$ cat src/include/modexp_defs.svh
/* word width is fixed at 32 bits and the word count must be 2 or more
   operands wider than the word count are not supported */
`ifndef MODEXP_DEFS_SVH
`define MODEXP_DEFS_SVH

`define MODEXP_WORD_WIDTH 32 // bits per operand word
`define MODEXP_WORD_COUNT 4  // words per operand (128 bits)

// one extra bit so an index can reach the word count itself
`define MODEXP_INDEX_WIDTH ($clog2(`MODEXP_WORD_COUNT) + 1)

// addresses every exponent bit
`define MODEXP_BIT_INDEX_WIDTH ($clog2(`MODEXP_WORD_COUNT * `MODEXP_WORD_WIDTH))

`endif

$ cat src/source/modexp_pkg.sv
/* types shared by the exponentiator blocks; word_t follows MODEXP_WORD_WIDTH */
`include "modexp_defs.svh"

package modexp_pkg;

	typedef logic [`MODEXP_WORD_WIDTH-1:0] word_t;

	// operand an input word belongs to
	typedef enum logic [2:0] {
		kind_modulus,
		kind_exponent,
		kind_base,
		kind_r_mod,
		kind_r2,
		kind_n0prime
	} operand_kind_e;

	// stored vector read or written by a product
	typedef enum logic [2:0] {
		sel_c_bar,
		sel_m_bar,
		sel_base,
		sel_r2,
		sel_one // constant 1, generated in the store
	} operand_sel_e;

	typedef enum logic [2:0] {
		ps_idle, ps_mul_row, ps_fold_top, ps_find_m,
		ps_reduce_row, ps_shift_top, ps_shift_carry, ps_write_back
	} product_state_e;

	typedef enum logic [2:0] {
		es_idle, es_to_mont, es_init_c, es_square,
		es_multiply, es_from_mont, es_stream_out
	} exp_state_e;

endpackage

$ cat src/source/operand_store.sv
/* operand words of one kind arrive back to back, least significant first;
   words past the word count are dropped. Only c_bar and m_bar take product writes */
`timescale 1ns/1ns
`include "modexp_defs.svh"

module operand_store (
	input  logic clk,
	input  logic reset,
	input  logic in_valid,
	input  modexp_pkg::operand_kind_e in_kind,
	input  modexp_pkg::word_t in_data,
	input  logic accept,
	input  modexp_pkg::operand_sel_e rd_a_sel,
	input  modexp_pkg::operand_sel_e rd_b_sel,
	input  logic [`MODEXP_INDEX_WIDTH-1:0] rd_a_idx,
	input  logic [`MODEXP_INDEX_WIDTH-1:0] rd_b_idx,
	input  logic [`MODEXP_INDEX_WIDTH-1:0] rd_n_idx,
	input  logic [`MODEXP_INDEX_WIDTH-1:0] out_idx,
	input  logic [`MODEXP_INDEX_WIDTH-1:0] wr_idx,
	input  logic [`MODEXP_BIT_INDEX_WIDTH-1:0] bit_idx,
	input  logic wr_en,
	input  modexp_pkg::operand_sel_e wr_sel,
	input  modexp_pkg::word_t wr_data,
	input  logic copy_r,
	output logic in_ready,
	output modexp_pkg::word_t rd_a_data,
	output modexp_pkg::word_t rd_b_data,
	output modexp_pkg::word_t rd_n_data,
	output modexp_pkg::word_t n0prime,
	output modexp_pkg::word_t out_data,
	output logic e_bit
);
	import modexp_pkg::*;

	localparam int W = `MODEXP_WORD_WIDTH;
	localparam int WC = `MODEXP_WORD_COUNT;
	localparam int IW = `MODEXP_INDEX_WIDTH;
	localparam int AW = IW - 1; // bits that address a stored word

	word_t modulus [WC];
	word_t exponent [WC];
	word_t base [WC];
	word_t r_mod [WC];
	word_t r2 [WC];
	word_t c_bar [WC];
	word_t m_bar [WC];
	operand_kind_e prev_kind;
	logic [IW-1:0] load_idx;
	logic [IW-1:0] put_idx;
	logic take;
	logic [WC*W-1:0] exp_flat;

	function automatic word_t pick(operand_sel_e sel, logic [IW-1:0] idx);
		word_t w;
		case (sel)
			sel_c_bar: w = c_bar[idx[AW-1:0]];
			sel_m_bar: w = m_bar[idx[AW-1:0]];
			sel_base:  w = base[idx[AW-1:0]];
			sel_r2:    w = r2[idx[AW-1:0]];
			default:   w = (idx == '0) ? word_t'(1) : '0; // the constant one
		endcase
		return w;
	endfunction

	assign in_ready = accept;
	assign take = in_valid && accept;
	assign put_idx = (in_kind == prev_kind) ? load_idx : '0; // new kind restarts at word 0

	always_ff @(posedge clk or posedge reset) begin
		if (reset) begin
			prev_kind <= kind_modulus;
			load_idx <= '0;
		end else if (take) begin
			prev_kind <= in_kind;
			if (put_idx < IW'(WC))
				load_idx <= put_idx + 1'b1;
			else
				load_idx <= put_idx; // saturate at the word count
		end
	end

	always_ff @(posedge clk) begin
		if (take && put_idx < IW'(WC)) begin
			case (in_kind)
				kind_modulus:  modulus[put_idx[AW-1:0]] <= in_data;
				kind_exponent: exponent[put_idx[AW-1:0]] <= in_data;
				kind_base:     base[put_idx[AW-1:0]] <= in_data;
				kind_r_mod:    r_mod[put_idx[AW-1:0]] <= in_data;
				kind_r2:       r2[put_idx[AW-1:0]] <= in_data;
				default:       n0prime <= in_data;
			endcase
		end
		if (copy_r) begin
			for (int k = 0; k < WC; k++)
				c_bar[k] <= r_mod[k]; // whole vector in one cycle
		end else if (wr_en) begin
			case (wr_sel)
				sel_c_bar: c_bar[wr_idx[AW-1:0]] <= wr_data;
				sel_m_bar: m_bar[wr_idx[AW-1:0]] <= wr_data;
				default: ;
			endcase
		end
	end

	always_comb begin
		for (int k = 0; k < WC; k++)
			exp_flat[k*W +: W] = exponent[k];
	end

	assign rd_a_data = pick(rd_a_sel, rd_a_idx);
	assign rd_b_data = pick(rd_b_sel, rd_b_idx);
	assign rd_n_data = modulus[rd_n_idx[AW-1:0]];
	assign out_data = c_bar[out_idx[AW-1:0]];
	assign e_bit = exp_flat[bit_idx];

	// sequencer closes the input port before the engine may write back
	a_no_write_during_load: assert property (@(posedge clk) disable iff (reset)
		!(wr_en && take));

endmodule

$ cat src/source/mont_product.sv
/* CIOS Montgomery product; operands must be below the modulus, and the
   result is reduced below it. prod_start is only honoured while idle */
`timescale 1ns/1ns
`include "modexp_defs.svh"

module mont_product (
	input  logic clk,
	input  logic reset,
	input  logic prod_start,
	input  modexp_pkg::operand_sel_e prod_a,
	input  modexp_pkg::operand_sel_e prod_b,
	input  modexp_pkg::operand_sel_e prod_dest,
	input  modexp_pkg::word_t rd_a_data,
	input  modexp_pkg::word_t rd_b_data,
	input  modexp_pkg::word_t rd_n_data,
	input  modexp_pkg::word_t n0prime,
	output modexp_pkg::operand_sel_e rd_a_sel,
	output modexp_pkg::operand_sel_e rd_b_sel,
	output logic [`MODEXP_INDEX_WIDTH-1:0] rd_a_idx,
	output logic [`MODEXP_INDEX_WIDTH-1:0] rd_b_idx,
	output logic [`MODEXP_INDEX_WIDTH-1:0] rd_n_idx,
	output logic wr_en,
	output modexp_pkg::operand_sel_e wr_sel,
	output logic [`MODEXP_INDEX_WIDTH-1:0] wr_idx,
	output modexp_pkg::word_t wr_data,
	output logic prod_done
);
	import modexp_pkg::*;

	localparam int W = `MODEXP_WORD_WIDTH;
	localparam int WC = `MODEXP_WORD_COUNT;
	localparam int IW = `MODEXP_INDEX_WIDTH;

	product_state_e state;
	logic phase; // 0 issue, 1 capture
	logic wb_pass; // write_back sweep 0 compares, sweep 1 writes
	logic [IW-1:0] i_idx;
	logic [IW-1:0] j_idx;
	logic [IW-1:0] j_prev;
	logic last_j;
	operand_sel_e a_sel;
	operand_sel_e b_sel;
	operand_sel_e dest_sel;
	word_t v [WC+2]; // accumulator, two words above the operand
	word_t carry;
	word_t m_word;
	word_t mac_x;
	word_t mac_y;
	word_t mac_z;
	word_t mac_cin;
	logic [2*W-1:0] mac_q; // registered multiply-add
	logic borrow;
	logic sub_en;
	logic [W:0] diff;

	assign j_prev = j_idx - 1'b1;
	assign last_j = (j_idx == IW'(WC - 1));

	// operands of the multiply-add for the issue cycle
	always_comb begin
		mac_x = '0;
		mac_y = '0;
		mac_z = '0;
		mac_cin = '0;
		case (state)
			ps_mul_row: begin
				mac_x = rd_a_data;
				mac_y = rd_b_data;
				mac_z = v[j_idx];
				mac_cin = (j_idx == '0) ? '0 : carry;
			end
			ps_fold_top, ps_shift_top: begin
				mac_z = v[WC];
				mac_cin = carry;
			end
			ps_find_m: begin
				mac_x = v[0];
				mac_y = n0prime; // m is v[0]*n0prime mod 2^32
			end
			ps_reduce_row: begin
				mac_x = m_word;
				mac_y = rd_n_data;
				mac_z = v[j_idx];
				mac_cin = (j_idx == '0) ? '0 : carry;
			end
			ps_shift_carry: begin
				mac_z = v[WC+1];
				mac_cin = carry;
			end
			default: ;
		endcase
	end

	assign diff = {1'b0, v[j_idx]} - {1'b0, rd_n_data} - {{W{1'b0}}, borrow};

	always_ff @(posedge clk or posedge reset) begin
		if (reset) begin
			state <= ps_idle;
			phase <= 1'b0;
			wb_pass <= 1'b0;
			i_idx <= '0;
			j_idx <= '0;
			prod_done <= 1'b0;
			a_sel <= sel_c_bar;
			b_sel <= sel_c_bar;
			dest_sel <= sel_c_bar;
		end else begin
			prod_done <= 1'b0;
			case (state)
				ps_idle: if (prod_start) begin
					a_sel <= prod_a;
					b_sel <= prod_b;
					dest_sel <= prod_dest;
					i_idx <= '0;
					j_idx <= '0;
					phase <= 1'b0;
					state <= ps_mul_row;
				end
				ps_write_back: begin
					j_idx <= last_j ? '0 : j_idx + 1'b1;
					if (last_j) begin
						wb_pass <= ~wb_pass;
						if (wb_pass) begin
							prod_done <= 1'b1; // one cycle after the last write
							state <= ps_idle;
						end
					end
				end
				default: begin
					phase <= ~phase;
					if (phase) begin
						case (state)
							ps_mul_row, ps_reduce_row: begin
								j_idx <= last_j ? '0 : j_idx + 1'b1;
								if (last_j)
									state <= (state == ps_mul_row) ? ps_fold_top : ps_shift_top;
							end
							ps_fold_top: state <= ps_find_m;
							ps_find_m: state <= ps_reduce_row;
							ps_shift_top: state <= ps_shift_carry;
							default: begin // shift_carry closes one outer word
								i_idx <= (i_idx == IW'(WC - 1)) ? '0 : i_idx + 1'b1;
								state <= (i_idx == IW'(WC - 1)) ? ps_write_back : ps_mul_row;
							end
						endcase
					end
				end
			endcase
		end
	end

	always_ff @(posedge clk) begin
		mac_q <= {{W{1'b0}}, mac_x} * {{W{1'b0}}, mac_y} + {{W{1'b0}}, mac_z}
			+ {{W{1'b0}}, mac_cin};
		if (state == ps_idle && prod_start) begin
			for (int k = 0; k < WC + 2; k++)
				v[k] <= '0;
			carry <= '0;
			borrow <= 1'b0;
		end else if (phase) begin
			case (state)
				ps_mul_row: begin
					v[j_idx] <= mac_q[W-1:0];
					carry <= mac_q[2*W-1:W];
				end
				ps_fold_top: begin
					v[WC] <= mac_q[W-1:0];
					v[WC+1] <= mac_q[2*W-1:W];
				end
				ps_find_m: m_word <= mac_q[W-1:0];
				ps_reduce_row: begin
					if (j_idx != '0)
						v[j_prev] <= mac_q[W-1:0]; // shifted down one word
					carry <= mac_q[2*W-1:W];
				end
				ps_shift_top: begin
					v[WC-1] <= mac_q[W-1:0];
					carry <= mac_q[2*W-1:W];
				end
				ps_shift_carry: v[WC] <= mac_q[W-1:0];
				default: ;
			endcase
		end
		if (state == ps_write_back) begin
			borrow <= last_j ? 1'b0 : diff[W];
			if (!wb_pass && last_j)
				sub_en <= (v[WC] != '0) || !diff[W]; // v >= n
		end
	end

	assign rd_a_sel = a_sel;
	assign rd_b_sel = b_sel;
	assign rd_a_idx = i_idx;
	assign rd_b_idx = j_idx;
	assign rd_n_idx = j_idx;
	assign wr_en = (state == ps_write_back) && wb_pass;
	assign wr_sel = dest_sel;
	assign wr_idx = j_idx;
	assign wr_data = sub_en ? diff[W-1:0] : v[j_idx];

	a_top_word_bound: assert property (@(posedge clk) disable iff (reset)
		(state == ps_shift_carry && phase) |=> (v[WC] <= word_t'(1)));

	a_start_when_idle: assert property (@(posedge clk) disable iff (reset)
		prod_start |-> (state == ps_idle));

endmodule

$ cat src/source/exp_sequencer.sv
/* left to right square and multiply over every exponent bit, leading zeros
   included; the result goes out least significant word first */
`timescale 1ns/1ns
`include "modexp_defs.svh"

module exp_sequencer (
	input  logic clk,
	input  logic reset,
	input  logic start,
	input  logic e_bit,
	input  logic prod_done,
	input  logic out_ready,
	input  modexp_pkg::word_t in_data_word,
	output logic busy,
	output logic accept,
	output logic prod_start,
	output modexp_pkg::operand_sel_e prod_a,
	output modexp_pkg::operand_sel_e prod_b,
	output modexp_pkg::operand_sel_e prod_dest,
	output logic copy_r,
	output logic [`MODEXP_BIT_INDEX_WIDTH-1:0] bit_idx,
	output logic [`MODEXP_INDEX_WIDTH-1:0] out_idx,
	output logic out_valid,
	output logic out_last,
	output modexp_pkg::word_t out_data
);
	import modexp_pkg::*;

	localparam int WC = `MODEXP_WORD_COUNT;
	localparam int IW = `MODEXP_INDEX_WIDTH;
	localparam int BW = `MODEXP_BIT_INDEX_WIDTH;
	localparam logic [BW-1:0] TOP_BIT = BW'(WC * `MODEXP_WORD_WIDTH - 1);

	exp_state_e state;

	assign busy = (state != es_idle);
	assign accept = (state == es_idle);
	assign copy_r = (state == es_init_c); // square is issued in the same cycle

	always_comb begin
		prod_a = sel_c_bar;
		prod_b = sel_c_bar;
		prod_dest = sel_c_bar;
		case (state)
			es_to_mont: begin
				prod_a = sel_base;
				prod_b = sel_r2;
				prod_dest = sel_m_bar;
			end
			es_multiply: prod_b = sel_m_bar;
			es_from_mont: prod_b = sel_one;
			default: ;
		endcase
	end

	always_ff @(posedge clk or posedge reset) begin
		if (reset) begin
			state <= es_idle;
			prod_start <= 1'b0;
			bit_idx <= '0;
			out_idx <= '0;
			out_valid <= 1'b0;
			out_last <= 1'b0;
		end else begin
			prod_start <= 1'b0;
			case (state)
				es_idle: if (start) begin
					bit_idx <= TOP_BIT;
					prod_start <= 1'b1;
					state <= es_to_mont;
				end
				es_to_mont: if (prod_done) begin
					prod_start <= 1'b1;
					state <= es_init_c;
				end
				es_init_c: state <= es_square;
				es_square: if (prod_done) begin
					prod_start <= 1'b1;
					if (e_bit)
						state <= es_multiply;
					else if (bit_idx == '0)
						state <= es_from_mont;
					else
						bit_idx <= bit_idx - 1'b1; // square again
				end
				es_multiply: if (prod_done) begin
					prod_start <= 1'b1;
					if (bit_idx == '0) begin
						state <= es_from_mont;
					end else begin
						bit_idx <= bit_idx - 1'b1;
						state <= es_square;
					end
				end
				es_from_mont: if (prod_done) begin
					out_idx <= '0;
					state <= es_stream_out;
				end
				default: begin
					if (!out_valid) begin
						out_valid <= 1'b1;
						out_last <= (out_idx == IW'(WC - 1));
						out_idx <= out_idx + 1'b1;
					end else if (out_ready) begin
						out_valid <= 1'b0;
						out_last <= 1'b0;
						if (out_last)
							state <= es_idle;
					end
				end
			endcase
		end
	end

	// held while the host stalls
	always_ff @(posedge clk) begin
		if (state == es_stream_out && !out_valid)
			out_data <= in_data_word;
	end

endmodule

$ cat src/source/modexp_top.sv
/* host loads all six operands before start; in_ready stays low while busy */
`timescale 1ns/1ns
`include "modexp_defs.svh"

module modexp_top (
	input  logic clk,
	input  logic reset,
	input  logic in_valid,
	input  modexp_pkg::operand_kind_e in_kind,
	input  modexp_pkg::word_t in_data,
	input  logic start,
	input  logic out_ready,
	output logic in_ready,
	output logic busy,
	output logic out_valid,
	output modexp_pkg::word_t out_data,
	output logic out_last
);
	import modexp_pkg::*;

	operand_sel_e rd_a_sel;
	operand_sel_e rd_b_sel;
	operand_sel_e wr_sel;
	operand_sel_e prod_a;
	operand_sel_e prod_b;
	operand_sel_e prod_dest;
	logic [`MODEXP_INDEX_WIDTH-1:0] rd_a_idx;
	logic [`MODEXP_INDEX_WIDTH-1:0] rd_b_idx;
	logic [`MODEXP_INDEX_WIDTH-1:0] rd_n_idx;
	logic [`MODEXP_INDEX_WIDTH-1:0] wr_idx;
	logic [`MODEXP_INDEX_WIDTH-1:0] out_idx;
	logic [`MODEXP_BIT_INDEX_WIDTH-1:0] bit_idx;
	word_t rd_a_data;
	word_t rd_b_data;
	word_t rd_n_data;
	word_t n0prime;
	word_t wr_data;
	word_t c_word; // c_bar word for streaming
	logic wr_en;
	logic copy_r;
	logic accept;
	logic e_bit;
	logic prod_start;
	logic prod_done;

	operand_store u_store (
		.clk, .reset, .in_valid, .in_kind, .in_data, .accept,
		.rd_a_sel, .rd_b_sel, .rd_a_idx, .rd_b_idx, .rd_n_idx,
		.out_idx, .wr_idx, .bit_idx, .wr_en, .wr_sel, .wr_data, .copy_r,
		.in_ready, .rd_a_data, .rd_b_data, .rd_n_data, .n0prime,
		.out_data(c_word), .e_bit
	);

	mont_product u_product (
		.clk, .reset, .prod_start, .prod_a, .prod_b, .prod_dest,
		.rd_a_data, .rd_b_data, .rd_n_data, .n0prime,
		.rd_a_sel, .rd_b_sel, .rd_a_idx, .rd_b_idx, .rd_n_idx,
		.wr_en, .wr_sel, .wr_idx, .wr_data, .prod_done
	);

	exp_sequencer u_sequencer (
		.clk, .reset, .start, .e_bit, .prod_done, .out_ready,
		.in_data_word(c_word), .busy, .accept, .prod_start,
		.prod_a, .prod_b, .prod_dest, .copy_r, .bit_idx, .out_idx,
		.out_valid, .out_last, .out_data
	);

endmodule

$ cat config.mk
export PLATFORM = sky130hd
export DESIGN_NAME = modexp_top
export DESIGN_NICKNAME = d
export VERILOG_FILES = /design/src/source/modexp_pkg.sv /design/src/source/operand_store.sv /design/src/source/mont_product.sv /design/src/source/exp_sequencer.sv /design/src/source/modexp_top.sv
export VERILOG_INCLUDE_DIRS = /design/src /design/src/include
export SDC_FILE = /design/constraint.sdc
export NUM_CORES = 2
export LEC_CHECK = 0
export BUFFER_PORTS_ARGS = -buffer_cell sky130_fd_sc_hd__buf_2
export CAP_MARGIN = 30
export CORE_MARGIN = 8
export CORE_UTILIZATION = 50
export DETAILED_ROUTE_END_ITERATION = 8
export GPL_ROUTABILITY_DRIVEN = 1
export GPL_TIMING_DRIVEN = 0
export PLACE_DENSITY = 0.67
export SLEW_MARGIN = 20
export SYNTH_ARGS = -nofsm -noshare
export SYNTH_HDL_FRONTEND = slang
export SYNTH_HIERARCHICAL = 1
export SYNTH_SLANG_ARGS = --single-unit
$ cat constraint.sdc
create_clock -name clk -period 20.7 [get_ports clk]
set_input_delay 0 -clock clk [delete_from_list [all_inputs] [get_ports clk]]
set_output_delay 0 -clock clk [all_outputs]
set_load 0.01 [all_outputs]
==> results.py <==
metrics = {
    "cts": {
        "clock_path_buffers": 3,
        "root_buffer": "clkbuf_16",
        "clkLatencyLatePin_ns": 0.87,
        "clkSinkCount": 1389,
        "cts_setup_buffers": 0,
        "cts_buffers": 146,
        "clkTransAtPathRegs_ns": 0.06,
        "cts_max_level": 4,
        "cts_resized": 0,
        "cts_tree": "yes",
    },
    "setup_path": {
        "critPathBufInv": 10,
        "start_kind": "flop",
        "reg2reg_depth": 34,
        "timing.rr.start": "u_product/rd_b_idx[1]$_DFFE_PP0P_",
        "cp.depth": 34,
        "slowest_delay_ns": 1.02,
        "crit_top_cell": "fa_1",
        "startpoint": "u_product/rd_b_idx[1]$_DFFE_PP0P_",
        "cp-endpoint": "u_product/mac_q[49]$_DFF_P_",
        "path_max_fanout": 11,
        "r2r-end": "u_product/mac_q[49]$_DFF_P_",
        "r2r_slack_ns": 6.44,
        "crit_type": "flop to flop",
        "crit_required_ns": 21.34,
        "slowest_stage": "dfrtp_1",
        "critical_path_arrival_ns": 14.90,
        "cp_top_family": "adder cells",
        "cp-end-kind": "flop",
    },
    "hold_path": {
        "hold_path_class": "input port to async pin",
    },
    "global_routing": {
        "grt_start_max_net_pins": 33,
        "grt_pass1_vias": 71300,
        "grt_pass1_wl_mm": 540,
        "antenna_found_initial": 46,
        "grt.overflow.total": 0,
        "grt_use_total_pct": 36.7,
    },
    "sta": {
        "hold_viol_final": 0,
        "post-route-period-util_pct": 68.9,
        "rsz0062_at_grt": "false",
        "timing.fmax_ghz": 0.0701,
        "tns_ns": 0,
        "setup_viol": 0,
        "relSlewSlack_pct": 21.5,
        "timing.final.ws_setup_ns": 6.44,
        "worst_pin_slew_ns": 1.18,
        "slew_viol_final": 0,
        "clock_skew_ns": 0.0940,
        "layout_min_cycle_time_ns": 14.26,
    },
    "floorplanning": {
        "fp.dieW_microns": 458,
        "fp.dieArea_sq_mm": 0.210,
        "core-area_sq_mm": 0.195,
        "dieHeight_microns": 458,
        "pin_count": 76,
        "rows": 162,
        "start_util_pct": 50.2,
    },
    "detailed_routing": {
        "vias": 72000,
        "drtIter0Drc": 11300,
        "wl_mm": 389,
        "post_drt_wl_per_cell_microns": 35.0,
        "drc": 0,
        "drtPass1Iterations": 8,
        "viasPerCell": 6.48,
        "postRouteAntennaNets": 0,
    },
    "status": {
        "run_status": "complete, no violations",
    },
    "placement": {
        "io_buffers": 73,
        "hpwl_mm": 307,
        "place_ws_ns": 6.64,
        "place_congestion": 1.03,
    },
    "logic_synthesis": {
        "yosysWarnings": 6,
        "synth_area_sq_mm": 0.0977,
        "syn_area_per_cell_sq_um": 12.3,
        "syn_inst": 7932,
    },
    "flow_run": {
        "maxCapViolCount": 0,
    },
    "cells_and_area": {
        "area_growth_pct": 11.4,
        "drive_above_1_share_pct": 14.6,
        "final_nets": 9787,
    },
}
## worst min-delay path: stages
cell and delay, ns:
dlygate4sd3_1 0.53, buf_2 0.23, inv_1 0.68
## what timing repair did
| item | in CTS | in global routing |
|---|---|---|
| endpoints found under the hold margin | 856 | 0 |
| endpoints found under the setup margin | 0 | 0 |
| hold buffers | 43 | 0 |
## per-stage QoR
stage | cells | area, sq um | hold slack, ns | utilization, %
3_3_place_gp | 10600 | 101000 | 0.0841 | 52.0
4_1_cts | 11100 | 109000 | 0.00241 | 55.8
3_5_place_dp | 10800 | 104000 | 0.0854 | 53.2
6_report | 11100 | 109000 | 0.0815 | 55.9
2_1_floorplan | 7935 | 97700 | -0.209 | -
5_1_grt | 11100 | 109000 | 0.127 | 55.9
## layout by cell type, fill, tap and decap left out, types with 117 or more instances in the layout
| cell type | count |
|---|---|
| mux4_2 | 410 |
| nand2_1 | 928 |
| clkbuf_16 | 148 |
| buf_4 | 117 |
| buf_2 | 208 |
| a22oi_1 | 143 |
| a21oi_1 | 178 |
| edfxtp_1 | 1250 |
| clkbuf_1 | 367 |
| fa_1 | 961 |
| nor2_1 | 648 |
| and3_1 | 137 |
| inv_1 | 1145 |
| ha_1 | 348 |
## area by class of cell
class / instances / area, sq um
diodes: 17 / 42.5
plain buffers: 471 / 1970
clock buffers: 187 / 3900
clock inverters: 77 / 704
fillers: 16300 / 85800
inverters: 1148 / 4310
multi-input cells: 4927 / 51300
flip-flops and latches: 1389 / 40500
well taps: 2542 / 3180
repair buffers: 355 / 2860
## metal layers
| metal | wire, microns | global-route usage (%) | up-vias |
|---|---|---|---|
| met5 | 219 | 0 | - |
| met4 | 26500 | 19.7 | 28 |
| met3 | 63400 | 16.1 | 1120 |
| met2 | 158000 | 50.9 | 5657 |
| met1 | 141000 | 48.5 | 36900 |
| li1 | - | - | 28200 |
## flip-flops by register name, indices dropped and copies added, names as in the netlist, 7 cells and up
name and flops:
u_product/v 256, u_store/base 128, u_store/c_bar 128, u_store/exponent 128, u_store/m_bar 128, u_store/modulus 128, u_store/r2 128, u_store/r_mod 128
u_product/mac_q 64, u_product/carry 32, u_product/m_word 32, u_sequencer/out_data 32, u_store/n0prime 32, u_sequencer/bit_idx 7
## worst min path at each step
stage,from,endpoint,slack [ns],depth (start not counted)
6_report,reset,u_product/phase$_DFFE_PP0P_,0.08,3
5_1_grt,reset,u_product/phase$_DFFE_PP0P_,0.13,3
4_1_cts,reset,u_product/phase$_DFFE_PP0P_,0.002,3
3_5_place_dp,reset,u_store/prev_kind[2]$_DFFE_PP0N_,0.09,2
3_3_place_gp,reset,u_store/prev_kind[2]$_DFFE_PP0N_,0.08,2
2_1_floorplan,reset,u_store/load_idx[0]$_DFFE_PP0N_,-0.21,1
Power is not shown: default switching activity piles up to over one toggle a cycle in this logic, so the estimate is an artifact.
